**src/hw/fp_conv_pkg.sv**
```systemverilog
package fp_conv_pkg;

    // ------------------------------
    // Stream and float widths
    // ------------------------------
    localparam int INT_W    = 32;
    localparam int FP_W     = 32;
    localparam int EXP_W    = 8;
    localparam int FRAC_W   = 23;
    localparam int EXP_BIAS = 127;

    // Leading-zero count must hold 0..INT_W
    localparam int LZC_W = $clog2(INT_W) + 1;

    // Data pipeline depth; the valid delay line is one shorter
    localparam int CONV_LATENCY = 5;

    // ------------------------------
    // Single-precision word
    // ------------------------------
    typedef struct packed {
        logic              sign;
        logic [EXP_W-1:0]  exp;
        logic [FRAC_W-1:0] frac;
    } fp32_fields_t;

    // Raw bus view and field view of the same word
    typedef union packed {
        logic [FP_W-1:0] raw;
        fp32_fields_t    fields;
    } fp32_word;

endpackage

```
**src/hw/delay_buffer.sv**
```systemverilog
`timescale 1ns/1ns

module delay_buffer import fp_conv_pkg::*; (
    input  logic clk,
    input  logic rst,
    input  logic ins_valid,
    // Advance enable, shared with the data pipeline
    input  logic outs_ready,
    output logic outs_valid
);

    // ------------------------------
    // Valid shift register
    // ------------------------------

    // One stage fewer than the data pipeline
    // The output half buffer adds the last cycle
    localparam int DEPTH = CONV_LATENCY - 1;

    logic [DEPTH-1:0] stages;

    always_ff @(posedge clk) begin
        if (rst) begin
            // Nothing in flight after reset
            stages <= '0;
        end else if (outs_ready) begin
            // Shift in at bit 0, oldest token at the top
            stages <= {stages[DEPTH-2:0], ins_valid};
        end
        // Enable low, every stage holds its token
    end

    // ------------------------------
    // Output
    // ------------------------------

    // Top stage lines up with q3 of the data pipeline
    assign outs_valid = stages[DEPTH-1];

endmodule

```
**src/hw/fp_conv_top.sv**
```systemverilog
`timescale 1ns/1ns

module fp_conv_top import fp_conv_pkg::*; (
    input  logic             clk,
    input  logic             rst,
    // Integer producer side
    input  logic [INT_W-1:0] ins,
    input  logic             ins_valid,
    output logic             ins_ready,
    // Float consumer side
    output logic [FP_W-1:0]  outs,
    output logic             outs_valid,
    input  logic             outs_ready
);

    // ------------------------------
    // Buffer to converter stream
    // ------------------------------
    logic [INT_W-1:0] buf_data;
    logic             buf_valid;
    logic             buf_ready;

    // ------------------------------
    // Input buffer
    // ------------------------------

    // Cuts the converter ready path away from the producer
    tehb i_tehb (
        .clk        (clk),
        .rst        (rst),
        .ins        (ins),
        .ins_valid  (ins_valid),
        .ins_ready  (ins_ready),
        .outs       (buf_data),
        .outs_valid (buf_valid),
        .outs_ready (buf_ready)
    );

    // ------------------------------
    // Converter
    // ------------------------------

    // Five-cycle pipe, stalls as a whole under back-pressure
    uitofp i_uitofp (
        .clk        (clk),
        .rst        (rst),
        .ins        (buf_data),
        .ins_valid  (buf_valid),
        .ins_ready  (buf_ready),
        .outs       (outs),
        .outs_valid (outs_valid),
        .outs_ready (outs_ready)
    );

endmodule

```
**src/hw/oehb.sv**
```systemverilog
`timescale 1ns/1ns

module oehb (
    input  logic clk,
    input  logic rst,
    // Upstream side
    input  logic ins,
    input  logic ins_valid,
    output logic ins_ready,
    // Downstream side
    output logic outs,
    output logic outs_valid,
    input  logic outs_ready
);

    // ------------------------------
    // Storage
    // ------------------------------
    logic valid_q;
    logic data_q;

    // Free slot, or the held item leaves this cycle
    assign ins_ready = ~valid_q | outs_ready;

    // Valid flag is control state
    always_ff @(posedge clk) begin
        if (rst) begin
            valid_q <= 1'b0;
        end else if (ins_ready) begin
            // Load new token, or go empty if none offered
            valid_q <= ins_valid;
        end
    end

    // Payload bit follows the valid flag
    always_ff @(posedge clk) begin
        if (ins_ready) begin
            data_q <= ins;
        end
    end

    // ------------------------------
    // Outputs
    // ------------------------------

    // Fully registered toward the consumer
    assign outs       = data_q;
    assign outs_valid = valid_q;

endmodule

```
**src/hw/tehb.sv**
```systemverilog
`timescale 1ns/1ns

module tehb import fp_conv_pkg::*; (
    input  logic             clk,
    input  logic             rst,
    // Upstream side
    input  logic [INT_W-1:0] ins,
    input  logic             ins_valid,
    output logic             ins_ready,
    // Downstream side
    output logic [INT_W-1:0] outs,
    output logic             outs_valid,
    input  logic             outs_ready
);

    // ------------------------------
    // Skid slot
    // ------------------------------
    logic             full;
    logic [INT_W-1:0] slot;

    // Upstream may send only while the slot is free
    // State only, so no combinational path from outs_ready
    assign ins_ready = ~full;

    // Item offered downstream but refused
    logic stall_in;
    assign stall_in = ins_valid & ~full & ~outs_ready;

    always_ff @(posedge clk) begin
        if (rst) begin
            full <= 1'b0;
        end else if (stall_in) begin
            // Park the refused item
            full <= 1'b1;
        end else if (full && outs_ready) begin
            // Parked item taken, back to pass-through
            full <= 1'b0;
        end
    end

    // Capture only when empty; a full slot keeps its word
    always_ff @(posedge clk) begin
        if (!full) begin
            slot <= ins;
        end
    end

    // ------------------------------
    // Output select
    // ------------------------------

    // Slot drains first, otherwise input goes straight through
    always_comb begin
        if (full) begin
            outs = slot;
        end else begin
            outs = ins;
        end
    end

    assign outs_valid = full | ins_valid;

endmodule

```
**src/hw/uitofp.sv**
```systemverilog
`timescale 1ns/1ns

module uitofp import fp_conv_pkg::*; (
    input  logic             clk,
    input  logic             rst,
    // Integer stream in
    input  logic [INT_W-1:0] ins,
    input  logic             ins_valid,
    output logic             ins_ready,
    // Float stream out
    output logic [FP_W-1:0]  outs,
    output logic             outs_valid,
    input  logic             outs_ready
);

    // ------------------------------
    // Leading-zero count
    // ------------------------------
    logic [LZC_W-1:0] lzc;

    // Highest set bit wins, loop runs low to high
    always_comb begin
        lzc = LZC_W'(INT_W);
        for (int i = 0; i < INT_W; i++) begin
            if (ins[i]) begin
                lzc = LZC_W'(INT_W - 1 - i);
            end
        end
    end

    // ------------------------------
    // Normalize and assemble
    // ------------------------------
    logic [INT_W-1:0] shifted;
    fp32_word         conv;

    // Leading one lands in the MSB
    assign shifted = ins << lzc;

    always_comb begin
        conv.raw = '0;
        if (ins != '0) begin
            // Unsigned source, sign stays clear
            conv.fields.sign = 1'b0;
            conv.fields.exp  = EXP_W'(INT_W - 1 - int'(lzc) + EXP_BIAS);
            // Hidden one dropped, bits below the kept 23 truncated
            conv.fields.frac = shifted[INT_W-2 -: FRAC_W];
        end
        // Zero input gives all-zero word
    end

    // ------------------------------
    // Data pipeline
    // ------------------------------
    fp32_word q0;
    fp32_word q1;
    fp32_word q2;
    fp32_word q3;
    fp32_word q4;

    // Whole pipe moves only when the output buffer can take a token
    logic pipe_en;

    always_ff @(posedge clk) begin
        if (pipe_en) begin
            q0 <= conv;
            q1 <= q0;
            q2 <= q1;
            q3 <= q2;
            q4 <= q3;
        end
    end

    assign outs = q4.raw;

    // ------------------------------
    // Valid tracking
    // ------------------------------
    logic buff_valid;

    // Valid reaches the delay output together with q3
    delay_buffer i_delay_buffer (
        .clk        (clk),
        .rst        (rst),
        .ins_valid  (ins_valid),
        .outs_ready (pipe_en),
        .outs_valid (buff_valid)
    );

    // ------------------------------
    // Output half buffer
    // ------------------------------

    // Registers outs_valid in step with the q3 to q4 move
    // Token bit is carried but the word itself comes from q4
    oehb i_oehb (
        .clk        (clk),
        .rst        (rst),
        .ins        (q4.raw[0]),
        .ins_valid  (buff_valid),
        .ins_ready  (pipe_en),
        .outs       (),
        .outs_valid (outs_valid),
        .outs_ready (outs_ready)
    );

    // Same enable gates acceptance from upstream
    assign ins_ready = pipe_en;

endmodule

```
**config.mk**
```make
export PLATFORM = sky130hd
export DESIGN_NAME = fp_conv_top
export DESIGN_NICKNAME = d
export VERILOG_FILES = /design/src/hw/fp_conv_pkg.sv /design/src/hw/delay_buffer.sv /design/src/hw/fp_conv_top.sv /design/src/hw/oehb.sv /design/src/hw/tehb.sv /design/src/hw/uitofp.sv
export SDC_FILE = /design/constraint.sdc
export NUM_CORES = 1
export LEC_CHECK = 0
export BUFFER_PORTS_ARGS = -buffer_cell sky130_fd_sc_hd__buf_2
export CORE_AREA = 4 4 143 145
export DETAILED_ROUTE_END_ITERATION = 6
export DIE_AREA = 0 0 147 149
export GPL_TIMING_DRIVEN = 0
export PLACE_DENSITY = 0.68
export SYNTH_ARGS = -nofsm -noshare
export SYNTH_HDL_FRONTEND = slang
export SYNTH_SLANG_ARGS = --single-unit
```
**constraint.sdc**
```tcl
create_clock -name clk -period 7.02 [get_ports clk]
set_input_delay 0.702 -clock clk [delete_from_list [all_inputs] [get_ports clk]]
set_output_delay 0.702 -clock clk [all_outputs]
set_load 0.1 [all_outputs]
```
==> run_summary.xml, run 1 <==
<?xml version="1.0" encoding="UTF-8"?>
<metrics>
  <group name="pwr">
    <metric name="power_leakage" unit="nW">3.74</metric>
    <metric name="irDropWorstVdd" unit="mV">0.166</metric>
    <metric name="finalPower" unit="W">0.00276</metric>
    <metric name="power.density_cell_area" unit="mW/mm2">282</metric>
  </group>
  <group name="sta">
    <metric name="setup_viol" unit="">0</metric>
    <metric name="max_slew_headroom_at_the_worst_pin" unit="">0.448</metric>
    <metric name="totalNegativeSetupSlack" unit="ps">0</metric>
    <metric name="final_count_of_hold_timing_violations" unit="">0</metric>
    <metric name="final-max-slew-violation-count" unit="">0</metric>
    <metric name="tightestPinTransition" unit="ps">824</metric>
    <metric name="timing.hold.ws" unit="ps">416</metric>
    <metric name="grt_setup_unrepaired" unit="">false</metric>
    <metric name="maxClockFrequency" unit="MHz">246</metric>
    <metric name="finalCritPeriodShare" unit="">0.580</metric>
    <metric name="fin_crit_period" unit="ps">4070</metric>
    <metric name="timing.clock.skew" unit="ps">10.4</metric>
  </group>
  <group name="layout">
    <metric name="area_growth_syn_to_layout" unit="%">15.5</metric>
    <metric name="share_of_post_route_cells_with_drive_strength_above_1" unit="">0.249</metric>
    <metric name="finalCoreUtilization" unit="">0.509</metric>
    <metric name="num_antenna_cells" unit="">0</metric>
    <metric name="finalNetCount" unit="">736</metric>
  </group>
  <group name="grt">
    <metric name="gr-usage-met3" unit="">0.0386</metric>
    <metric name="first_global_vias" unit="">5369</metric>
    <metric name="grt_busiest_layer" unit="">met2</metric>
    <metric name="grt_first_pass_wirelength" unit="um">29600</metric>
    <metric name="groute.usage.overall" unit="">0.173</metric>
    <metric name="antenna_found_initial" unit="">0</metric>
    <metric name="grt_overflow_total" unit="">0</metric>
    <metric name="grt_max_degree" unit="">63</metric>
    <metric name="use_met2" unit="">0.296</metric>
    <metric name="met1_usage" unit="">0.221</metric>
  </group>
  <group name="floorplanning">
    <metric name="die_area" unit="mm2">0.0219</metric>
    <metric name="design.core.area" unit="mm2">0.0192</metric>
    <metric name="floorplan.rows" unit="">51</metric>
    <metric name="die_x" unit="um">147</metric>
    <metric name="num_io_pins" unit="">70</metric>
    <metric name="die_height" unit="um">149</metric>
    <metric name="start_util" unit="">0.441</metric>
  </group>
  <group name="clock_tree">
    <metric name="cts_tree" unit="">done</metric>
    <metric name="clk_pin_slew" unit="ps">70</metric>
    <metric name="number_of_buffers_created_by_cts" unit="">17</metric>
    <metric name="cts_max_level" unit="">4</metric>
    <metric name="post_cts.repair.setup_buffers" unit="">0</metric>
    <metric name="postCtsResizedCells" unit="">0</metric>
    <metric name="hold_buf_cts" unit="">0</metric>
    <metric name="clock-sinks" unit="">193</metric>
    <metric name="clock_latency" unit="ps">430</metric>
    <metric name="root_buffer" unit="">clkbuf_16</metric>
    <metric name="max-clock-path-buffers" unit="">2</metric>
  </group>
  <group name="placed_design">
    <metric name="routability_driven_placement_congestion_ratio" unit="">0.901</metric>
    <metric name="place.port_buffers" unit="">68</metric>
    <metric name="hpwlAfterDp" unit="um">13700</metric>
  </group>
  <group name="synth">
    <metric name="post_synth_num_cell_types" unit="">79</metric>
    <metric name="synthMostInstantiatedCell" unit="">edfxtp_1</metric>
    <metric name="syn-mean-instance-area" unit="um2">13.9</metric>
    <metric name="synth-seq-area-share" unit="">0.639</metric>
    <metric name="netlist_top_cells_area" unit="">edfxtp_1 55%, dfxtp_1 9.0%, mux2i_1 8.3%</metric>
    <metric name="synthesis.area" unit="mm2">0.00847</metric>
    <metric name="synth_common_cells" unit="">155 x edfxtp_1, 70 x mux2i_1, 38 x dfxtp_1, 35 x nor2_1, 32 x mux2_2</metric>
    <metric name="postSynth.asyncResetShare" unit="">0</metric>
    <metric name="yosysWarnings" unit="">0</metric>
    <metric name="synthCells" unit="">610</metric>
    <metric name="synth_edf_count" unit="">155</metric>
    <metric name="postSynthNetCount" unit="">647</metric>
    <metric name="yosys.area.top_type" unit="">edfxtp_1</metric>
    <metric name="synth_top_flop_cell" unit="">edfxtp_1</metric>
    <metric name="ys_ff_latch" unit="">193</metric>
    <metric name="synthDominantCellAreaShare" unit="">0.550</metric>
  </group>
  <group name="critical_path">
    <metric name="reg2reg_depth" unit="">11</metric>
    <metric name="critical_path_peak_fanout" unit="">10</metric>
    <metric name="worst_ep_required_time" unit="ps">7300</metric>
    <metric name="timing.critical_path.to_type" unit="">register</metric>
    <metric name="setup.reg_to_reg.worst_slack" unit="ps">2950</metric>
    <metric name="path_class" unit="">register to register</metric>
    <metric name="critical_path.startpoint_type" unit="">register</metric>
    <metric name="signal_arrival_time_at_the_worst_endpoint" unit="ps">4350</metric>
  </group>
  <group name="detailed_routing">
    <metric name="avgViaCountPerCell" unit="">5.53</metric>
    <metric name="drtPass1Iterations" unit="">7</metric>
    <metric name="drt-wirelength-per-cell" unit="um">19.1</metric>
    <metric name="drt.antenna.violating_nets" unit="">0</metric>
    <metric name="postRouteWirelength" unit="um">18600</metric>
    <metric name="first_iter_violations" unit="">436</metric>
    <metric name="num_vias" unit="">5405</metric>
    <metric name="drc_errors" unit="">0</metric>
  </group>
  <group name="worst_hold_path">
    <metric name="min_path_cells" unit="">0</metric>
    <metric name="hp-class" unit="">register to register</metric>
  </group>
  <group name="run">
    <metric name="maxCapViolCount" unit="">0</metric>
  </group>
  <group name="outcome">
    <metric name="outcome" unit="">finished clean</metric>
  </group>
</metrics>
[layout make-up]
type | instances | area (um2)
Inverter | 20 | 80.1
Sequential cell | 193 | 5420
Clock buffer | 18 | 429
Tap cell | 265 | 332
Fill cell | 1633 | 9430
Multi-Input combinational cell | 368 | 2800
Clock inverter | 14 | 149
Buffer | 29 | 183
Timing Repair Buffer | 70 | 395
[report_power, final]
group | internal, W | leakage (nW) | switching [W]
sequential | 0.00138 | 1.92 | 0.0000334
combinational | 0.0000983 | 1.55 | 0.000310
clock | 0.000501 | 0.271 | 0.000437
total | 0.00198 | 3.74 | 0.000780
[state kept, by name (all words and copies together) (netlist names)]
signal,count
i_tehb.full,1
i_tehb.slot,32
i_uitofp.i_delay_buffer.stages,4
i_uitofp.i_oehb.outs_valid,1
i_uitofp.outs,31
i_uitofp.q0,31
i_uitofp.q1,31
i_uitofp.q2,31
i_uitofp.q3,31
[logic make-up after synthesis]
kind of cell | count (synthesis) | share of synthesized area
flops | 193 | 0.639
simple gates | 139 | 0.0878
compound gates | 120 | 0.106
mux | 106 | 0.133
buf+inv | 49 | 0.0306
fa+ha+maj | 1 | 0.00148
other cells | 1 | 0.000443
xor+xnor | 1 | 0.00103
[per-layer routing]
metal / part of all wire / up-vias
met2: 0.49 / 194
li1: - / 2563
met3: 0.053 / 32
met4: 0.020 / 0
met5: 0 / -
met1: 0.43 / 2616
[critical path: stages, from the launching register on]
cell	delay, ps
dfxtp_1	480
buf_4	220
buf_2	260
mux2i_1	440
nand2_1	120
nor3b_1	640
nor2b_1	400
o31ai_2	240
nor2_1	520
a22o_1	310
a32o_1	150
a211o_1	140
[path summary, 6_finish.rpt]
path                        startpoint                            end
min reg2reg  i_uitofp.q1[11]$_DFFE_PP_      i_uitofp.q2[11]$_DFFE_PP_
max reg2reg   i_tehb.full$_SDFFE_PP0P_  i_uitofp.q0[17]$_SDFFCE_PP0P_
max           i_tehb.full$_SDFFE_PP0P_  i_uitofp.q0[17]$_SDFFCE_PP0P_
min          i_uitofp.q1[11]$_DFFE_PP_      i_uitofp.q2[11]$_DFFE_PP_
[cell usage in the layout (no fill, tap or decap), types with 5 or more instances in the layout]
cell type | Yosys | final
inv_1 | 17 | 17
o22ai_1 | 8 | 8
mux2_2 | 32 | 32
a22oi_1 | 5 | 5
mux2i_1 | 70 | 70
clkbuf_16 | 0 | 17
buf_4 | 8 | 8
nor3_1 | 19 | 19
nor2_1 | 35 | 35
buf_2 | 8 | 76
edfxtp_1 | 155 | 155
nand2_1 | 22 | 22
clkbuf_1 | 8 | 8
o21ai_0 | 17 | 17
dfxtp_1 | 38 | 38
a211oi_1 | 7 | 7
o211ai_1 | 5 | 5
nor2b_1 | 6 | 6
inv_6 | 1 | 5
nor3b_1 | 12 | 12
a21oi_1 | 13 | 13
o221ai_1 | 7 | 7
or3_1 | 9 | 9
nand3_1 | 10 | 10
[per-stage QoR]
stage,area [um2],worst slack [ps],instances
5_1_grt,9780,2780,977
4_1_cts,9780,3020,977
6_report,9780,2950,977
2_1_floorplan,8470,1130,610
3_5_place_dp,9200,3070,945
3_3_place_gp,9140,-47.5,943
(Power assumes the default switching activity.)
==> run 2: changes to the inputs <==
--- a/config.mk
+++ b/config.mk
@@ -10,7 +10,7 @@
 export DETAILED_ROUTE_END_ITERATION = 6
 export DIE_AREA = 0 0 147 149
 export GPL_TIMING_DRIVEN = 0
-export PLACE_DENSITY = 0.68
+export PLACE_DENSITY = 0.7
 export SYNTH_ARGS = -nofsm -noshare
 export SYNTH_HDL_FRONTEND = slang
 export SYNTH_SLANG_ARGS = --single-unit
==> constraint.sdc (replaced) <==
create_clock -name clk -period 3.4 [get_ports clk]
set_input_delay 0.34 -clock clk [delete_from_list [all_inputs] [get_ports clk]]
set_output_delay 0.34 -clock clk [all_outputs]
set_load 0.1 [all_outputs]
==> run 2 against run 1 <==
Die area unchanged. Design area rose by 8.4%. Global-route usage about the same. Critical endpoint is now i_uitofp.q0[18]$_SDFFCE_PP0P_. Critical path type unchanged. Sequential power up 110%. Worst setup slack got worse by 3000 ps. Utilization up 4.3 points. Sequential share of layout area shrank 4.2 points. Register-to-register slack lost 3000 ps. Total power is 110% higher. Routed wire length rose by 4.1%. The flow now finishes with violations (setup timing).
==> run_summary.xml, run 2 (synthesized netlist as in run 1, its figures left out) <==
<?xml version="1.0" encoding="UTF-8"?>
<metrics>
  <group name="worst_hold_path">
    <metric name="hp-class" unit="">primary input to register</metric>
    <metric name="min_path_cells" unit="">2</metric>
    <metric name="hold_end" unit="">i_uitofp.i_oehb.outs_valid$_SDFFE_PP0P_</metric>
    <metric name="min_from" unit="">rst</metric>
  </group>
  <group name="detailed_routing">
    <metric name="first_iter_violations" unit="">413</metric>
    <metric name="avgViaCountPerCell" unit="">5.55</metric>
    <metric name="drt.antenna.violating_nets" unit="">0</metric>
    <metric name="num_vias" unit="">5596</metric>
    <metric name="drtPass1Iterations" unit="">5</metric>
    <metric name="postRouteWirelength" unit="um">19400</metric>
    <metric name="drc_errors" unit="">0</metric>
    <metric name="drt-wirelength-per-cell" unit="um">19.2</metric>
  </group>
  <group name="sta">
    <metric name="fin_crit_period" unit="ps">3410</metric>
    <metric name="maxClockFrequency" unit="MHz">293</metric>
    <metric name="timing.clock.skew" unit="ps">12.3</metric>
    <metric name="final-max-slew-violation-count" unit="">0</metric>
    <metric name="setup_viol" unit="">1</metric>
    <metric name="final_count_of_hold_timing_violations" unit="">0</metric>
    <metric name="max_slew_headroom_at_the_worst_pin" unit="">0.509</metric>
    <metric name="grt_setup_unrepaired" unit="">true</metric>
    <metric name="timing.hold.ws" unit="ps">121</metric>
    <metric name="tightestPinTransition" unit="ps">734</metric>
    <metric name="finalCritPeriodShare" unit="">1.00</metric>
    <metric name="setup_slack" unit="ps">-10.7</metric>
  </group>
  <group name="critical_path">
    <metric name="signal_arrival_time_at_the_worst_endpoint" unit="ps">3590</metric>
    <metric name="worst_ep_required_time" unit="ps">3580</metric>
    <metric name="rr_startpoint" unit="">i_tehb.full$_SDFFE_PP0P_</metric>
    <metric name="critical_path_peak_fanout" unit="">10</metric>
    <metric name="reg2reg_depth" unit="">11</metric>
    <metric name="timing.rr.end" unit="">i_uitofp.q0[18]$_SDFFCE_PP0P_</metric>
    <metric name="path_class" unit="">register to register</metric>
    <metric name="timing.critical_path.to_type" unit="">register</metric>
    <metric name="setup.reg_to_reg.worst_slack" unit="ps">-10</metric>
    <metric name="critical_path.startpoint_type" unit="">register</metric>
  </group>
  <group name="clock_tree">
    <metric name="cts_max_level" unit="">4</metric>
    <metric name="max-clock-path-buffers" unit="">2</metric>
    <metric name="root_buffer" unit="">clkbuf_16</metric>
    <metric name="clk_pin_slew" unit="ps">70</metric>
    <metric name="clock-sinks" unit="">193</metric>
    <metric name="number_of_buffers_created_by_cts" unit="">17</metric>
    <metric name="clock_latency" unit="ps">440</metric>
    <metric name="cts_tree" unit="">done</metric>
    <metric name="hold_buf_cts" unit="">0</metric>
  </group>
  <group name="placed_design">
    <metric name="routability_driven_placement_congestion_ratio" unit="">0.909</metric>
    <metric name="hpwlAfterDp" unit="um">13400</metric>
    <metric name="place.port_buffers" unit="">68</metric>
    <metric name="post-place-cells" unit="">944</metric>
  </group>
  <group name="pwr">
    <metric name="share_seq_of_total_power" unit="">0.504</metric>
    <metric name="p_switching" unit="W">0.00170</metric>
    <metric name="p_sw_frac" unit="">0.294</metric>
    <metric name="power.clock.fraction" unit="">0.332</metric>
    <metric name="internal-power" unit="W">0.00409</metric>
    <metric name="power.density_cell_area" unit="mW/mm2">547</metric>
    <metric name="irDropWorstVdd" unit="mV">0.370</metric>
    <metric name="comb_power_share" unit="">0.164</metric>
    <metric name="power_leakage" unit="nW">3.99</metric>
  </group>
  <group name="layout">
    <metric name="registers.top_by_ff_count" unit="">i_tehb.slot</metric>
    <metric name="finalNetCount" unit="">768</metric>
    <metric name="largest_reg_flops" unit="">32</metric>
    <metric name="finalNonFillerCells" unit="">1009</metric>
    <metric name="multi_input_combinational_cell_area" unit="mm2">0.00329</metric>
    <metric name="area.sequential" unit="mm2">0.00542</metric>
    <metric name="share_of_post_route_cells_with_drive_strength_above_1" unit="">0.378</metric>
    <metric name="num_antenna_cells" unit="">0</metric>
    <metric name="most-common-layout-cells" unit="">155 x edfxtp_1, 72 x buf_2, 45 x mux2i_1</metric>
    <metric name="final_common_cell" unit="">edfxtp_1</metric>
    <metric name="layout_fillers" unit="">1566</metric>
    <metric name="area_growth_syn_to_layout" unit="%">25.1</metric>
  </group>
  <group name="floorplanning">
    <metric name="die_height" unit="um">149</metric>
    <metric name="die_x" unit="um">147</metric>
    <metric name="start_util" unit="">0.441</metric>
    <metric name="num_io_pins" unit="">70</metric>
    <metric name="floorplan.rows" unit="">51</metric>
    <metric name="design.core.area" unit="mm2">0.0192</metric>
    <metric name="die_area" unit="mm2">0.0219</metric>
  </group>
  <group name="grt">
    <metric name="grt_overflow_total" unit="">0</metric>
    <metric name="first_global_vias" unit="">5578</metric>
    <metric name="grt_first_pass_wirelength" unit="um">29700</metric>
    <metric name="antenna_found_initial" unit="">0</metric>
    <metric name="grt_max_degree" unit="">137</metric>
    <metric name="groute.usage.overall" unit="">0.173</metric>
  </group>
  <group name="run">
    <metric name="maxCapViolCount" unit="">0</metric>
  </group>
  <group name="outcome">
    <metric name="outcome" unit="">finished, violations left</metric>
    <metric name="failed_checks" unit="">setup timing</metric>
  </group>
</metrics>
[run 2: cell count changes in the layout (fill, tap and decap cells not counted), sizes merged]
cell	change
buf	+31
bufinv	-1
clkinv	+1
clkinvlp	-1
inv	+2
[run 2: power groups by stage]
stage	logic, W	clock network (W)	registers [W]
global route	0.000985	0.00207	0.00295
floorplan	0.000306	0	0.00330
global placement	0.000831	0	0.00296
detailed placement	0.000837	0	0.00297
CTS	0.000868	0.00196	0.00292
finish	0.000948	0.00192	0.00292
[run 2: how the worst max path moves through the flow]
stage	startpoint	to	slack, ps	cells past startpoint
floorplan	i_tehb.full$_SDFFE_PP0P_	i_uitofp.q0[27]$_SDFFCE_PP0P_	80	14
global placement	i_tehb.full$_SDFFE_PP0P_	i_uitofp.q0[16]$_SDFFCE_PP0P_	-580	11
detailed placement	i_tehb.full$_SDFFE_PP0P_	i_uitofp.q0[15]$_SDFFCE_PP0P_	-610	9
CTS	i_tehb.full$_SDFFE_PP0P_	i_uitofp.q0[15]$_SDFFCE_PP0P_	-70	11
global route	i_tehb.full$_SDFFE_PP0P_	i_uitofp.q0[17]$_SDFFCE_PP0P_	-90	11
finish	i_tehb.full$_SDFFE_PP0P_	i_uitofp.q0[18]$_SDFFCE_PP0P_	-10	11
[run 2: per-stage QoR]
stage	utilization	worst slack (ps)	TNS, ps	total power (W)	cell area, um2
floorplan	-	79.4	0	0.00361	8470
global route	0.552	-93.6	-339	0.00601	10600
CTS	0.524	-67.1	-254	0.00575	10100
finish	0.552	-10.7	-10.7	0.00579	10600
global placement	0.476	-579	-11340	0.00379	9150
detailed placement	0.478	-608	-11600	0.00381	9180
[run 2: critical path, stage by stage, from the launching register on]
cell	delay (ps)
dfxtp_4	410
buf_8	150
or3b_4	400
a2bb2o_1	290
o221a_2	260
o21a_4	250
nor2_8	150
buf_4	140
mux4_2	500
a211oi_2	210
a21oi_1	80
a211o_1	320
[run 2: what timing repair did]
item                                    in CTS  in global routing
gates cloned                                 1                  1
pin swaps                                    7                  9
buffers inserted                             6                 25
resized for setup                           60                 70
endpoints found under the setup margin      31                 28
[run 2: layer usage]
metal  share of wire  GRT usage  vias to the layer above
met1            0.43      0.222                     2701
met2            0.48      0.281                      208
met3           0.051     0.0325                       55
met4           0.034     0.0923                        0
met5               0          0                        -
li1                -          -                     2632
[run 2: layout make-up]
class,instances,share of cell area
Clock buffer,17,0.0401
Clock inverter,15,0.0138
Tap cell,265,0.0313
Multi-Input combinational cell,368,0.310
Sequential cell,193,0.511
Timing Repair Buffer,102,0.0602
Buffer,29,0.0244
Inverter,20,0.00827
==> run 3: changes to the inputs <==
--- a/config.mk
+++ b/config.mk
@@ -10,7 +10,8 @@
 export DETAILED_ROUTE_END_ITERATION = 6
 export DIE_AREA = 0 0 147 149
 export GPL_TIMING_DRIVEN = 0
-export PLACE_DENSITY = 0.7
+export PLACE_DENSITY_LB_ADDON = 0.05
+export SLEW_MARGIN = 20
 export SYNTH_ARGS = -nofsm -noshare
 export SYNTH_HDL_FRONTEND = slang
 export SYNTH_SLANG_ARGS = --single-unit
==> run 3 against run 2 <==
The run still ends with setup timing left. Count of clock-buffer cells in the layout rose by 1. Non-clock buffer count did not move. Largest cell class unchanged. Global-route usage rose by 1.1 points. Sequential share of layout area fell by 0.81 points.
==> run_summary.xml, run 3 (synthesized netlist as in run 1, its figures left out) <==
<?xml version="1.0" encoding="UTF-8"?>
<metrics>
  <group name="detailed_routing">
    <metric name="num_vias" unit="">5547</metric>
    <metric name="drt.antenna.violating_nets" unit="">0</metric>
    <metric name="drt-wirelength-per-cell" unit="um">20.0</metric>
    <metric name="drtPass1Iterations" unit="">5</metric>
    <metric name="avgViaCountPerCell" unit="">5.50</metric>
    <metric name="postRouteWirelength" unit="um">20200</metric>
    <metric name="first_iter_violations" unit="">290</metric>
    <metric name="drc_errors" unit="">0</metric>
  </group>
  <group name="grt">
    <metric name="antenna_found_initial" unit="">0</metric>
    <metric name="grt_overflow_total" unit="">0</metric>
    <metric name="gr-usage-met3" unit="">0.0371</metric>
    <metric name="first_global_vias" unit="">5616</metric>
    <metric name="groute.usage.overall" unit="">0.185</metric>
    <metric name="grt_first_pass_wirelength" unit="um">31400</metric>
    <metric name="grt_max_degree" unit="">89</metric>
    <metric name="use_met2" unit="">0.318</metric>
    <metric name="met1_usage" unit="">0.233</metric>
    <metric name="grt_busiest_layer" unit="">met2</metric>
  </group>
  <group name="floorplanning">
    <metric name="num_io_pins" unit="">70</metric>
    <metric name="start_util" unit="">0.441</metric>
    <metric name="die_area" unit="mm2">0.0219</metric>
    <metric name="floorplan.rows" unit="">51</metric>
    <metric name="die_height" unit="um">149</metric>
    <metric name="design.core.area" unit="mm2">0.0192</metric>
    <metric name="die_x" unit="um">147</metric>
  </group>
  <group name="critical_path">
    <metric name="worst_ep_required_time" unit="ps">3580</metric>
    <metric name="critical_path_peak_fanout" unit="">6</metric>
    <metric name="signal_arrival_time_at_the_worst_endpoint" unit="ps">3600</metric>
    <metric name="critical_path.startpoint_type" unit="">register</metric>
    <metric name="path_class" unit="">register to register</metric>
    <metric name="timing.critical_path.to_type" unit="">register</metric>
  </group>
  <group name="layout">
    <metric name="layout_fillers" unit="">1552</metric>
    <metric name="registers.top_by_ff_count" unit="">i_tehb.slot</metric>
    <metric name="most-common-layout-cells" unit="">155 x edfxtp_1, 71 x buf_2, 39 x mux2i_1</metric>
    <metric name="largest_reg_flops" unit="">32</metric>
    <metric name="finalNetCount" unit="">768</metric>
    <metric name="share_of_post_route_cells_with_drive_strength_above_1" unit="">0.388</metric>
    <metric name="num_antenna_cells" unit="">0</metric>
    <metric name="final_common_cell" unit="">edfxtp_1</metric>
    <metric name="area_growth_syn_to_layout" unit="%">27.1</metric>
    <metric name="finalNonFillerCells" unit="">1009</metric>
  </group>
  <group name="sta">
    <metric name="grt_setup_unrepaired" unit="">true</metric>
    <metric name="setup_slack" unit="ps">-16.2</metric>
    <metric name="setup_viol" unit="">3</metric>
    <metric name="maxClockFrequency" unit="MHz">293</metric>
    <metric name="timing.clock.skew" unit="ps">15.9</metric>
    <metric name="totalNegativeSetupSlack" unit="ps">-23.8</metric>
    <metric name="tightestPinTransition" unit="ps">800</metric>
    <metric name="max_slew_headroom_at_the_worst_pin" unit="">0.453</metric>
    <metric name="fin_crit_period" unit="ps">3420</metric>
    <metric name="finalCritPeriodShare" unit="">1.00</metric>
    <metric name="final-max-slew-violation-count" unit="">0</metric>
    <metric name="final_count_of_hold_timing_violations" unit="">0</metric>
  </group>
  <group name="clock_tree">
    <metric name="max-clock-path-buffers" unit="">2</metric>
    <metric name="clock-sinks" unit="">193</metric>
    <metric name="root_buffer" unit="">clkbuf_16</metric>
    <metric name="clock_latency" unit="ps">430</metric>
    <metric name="cts_max_level" unit="">4</metric>
    <metric name="number_of_buffers_created_by_cts" unit="">17</metric>
    <metric name="clk_pin_slew" unit="ps">80</metric>
    <metric name="cts_tree" unit="">done</metric>
    <metric name="hold_buf_cts" unit="">0</metric>
  </group>
  <group name="run">
    <metric name="maxCapViolCount" unit="">0</metric>
  </group>
  <group name="placed_design">
    <metric name="routability_driven_placement_congestion_ratio" unit="">0.859</metric>
    <metric name="place.port_buffers" unit="">68</metric>
    <metric name="post-place-cells" unit="">944</metric>
    <metric name="hpwlAfterDp" unit="um">14300</metric>
  </group>
  <group name="pwr">
    <metric name="power_leakage" unit="nW">4.06</metric>
    <metric name="finalPower" unit="W">0.00585</metric>
    <metric name="power.density_cell_area" unit="mW/mm2">543</metric>
    <metric name="irDropWorstVdd" unit="mV">0.346</metric>
  </group>
  <group name="worst_hold_path">
    <metric name="hp-class" unit="">primary input to register</metric>
  </group>
  <group name="outcome">
    <metric name="outcome" unit="">finished, violations left</metric>
    <metric name="failed_checks" unit="">setup timing</metric>
  </group>
</metrics>
run 3: cell types whose count changed in the layout (fill, tap and decap cells not counted), moves of 3 or more:
cell / change
buf_8: +3
nor3b_2: +3
mux2i_4: +4
clkbuf_16: +3
buf_4: -4
mux2i_1: -6
run 3: layout make-up:
type                            count  area [um2]  area share
Clock buffer                       18         429      0.0399
Timing Repair Buffer              102         697      0.0647
Tap cell                          265         332      0.0308
Buffer                             29         297      0.0275
Sequential cell                   193        5420       0.503
Clock inverter                     14         156      0.0145
Inverter                           20        87.6     0.00813
Multi-Input combinational cell    368        3350       0.311
run 3: routing by layer:
layer	routed length, um	vias up
met3	834	42
met2	9970	180
met4	705	0
met1	8670	2692
met5	0	-
li1	-	2633
run 3: worst paths after layout:
kind | start | endpoint | slack, ps | depth (start not counted)
setup / recovery | i_tehb.full$_SDFFE_PP0P_ | i_uitofp.q0[17]$_SDFFCE_PP0P_ | -20 | 12
hold / removal | rst | i_uitofp.i_delay_buffer.stages[3]$_SDFFE_PP0P_ | 140 | 2
hold reg to reg | i_uitofp.q2[29]$_DFFE_PP_ | i_uitofp.q3[29]$_DFFE_PP_ | 420 | 0
setup reg to reg | i_tehb.full$_SDFFE_PP0P_ | i_uitofp.q0[17]$_SDFFCE_PP0P_ | -20 | 12
run 3: timing repair:
action,in CTS,in global routing
resized for setup,85,65
cloned,0,3
pin swaps,11,15
setup endpoints to repair,31,26
setup buffers,16,14
run 3: critical path, stage by stage (launching register included):
cell and delay (ps):
dfxtp_4 420, buf_4 130, mux2_4 300, or4_4 540
a211o_1 290, a21oi_4 160, buf_12 140, buf_6 90
mux2i_2 200, mux2i_2 130, a22o_1 240, a32o_1 230
a211o_1 280
run 3: where the power goes:
part           switching [W]  total [W]  internal [W]
clock               0.000967    0.00196      0.000990
combinational       0.000688   0.000972      0.000284
sequential         0.0000713    0.00292       0.00285
total                0.00173    0.00585       0.00412
run 3: through the flow:
| stage | utilization | cell area [um2] | setup slack, ps | hold WS (ps) |
|---|---|---|---|---|
| floorplan | - | 8470 | 79.4 | 400 |
| global placement | 0.476 | 9150 | -778 | 400 |
| detailed placement | 0.478 | 9180 | -798 | 405 |
| CTS | 0.535 | 10300 | -27.4 | 124 |
| global route | 0.561 | 10800 | -100 | 135 |
| finish | 0.561 | 10800 | -16.2 | 140 |
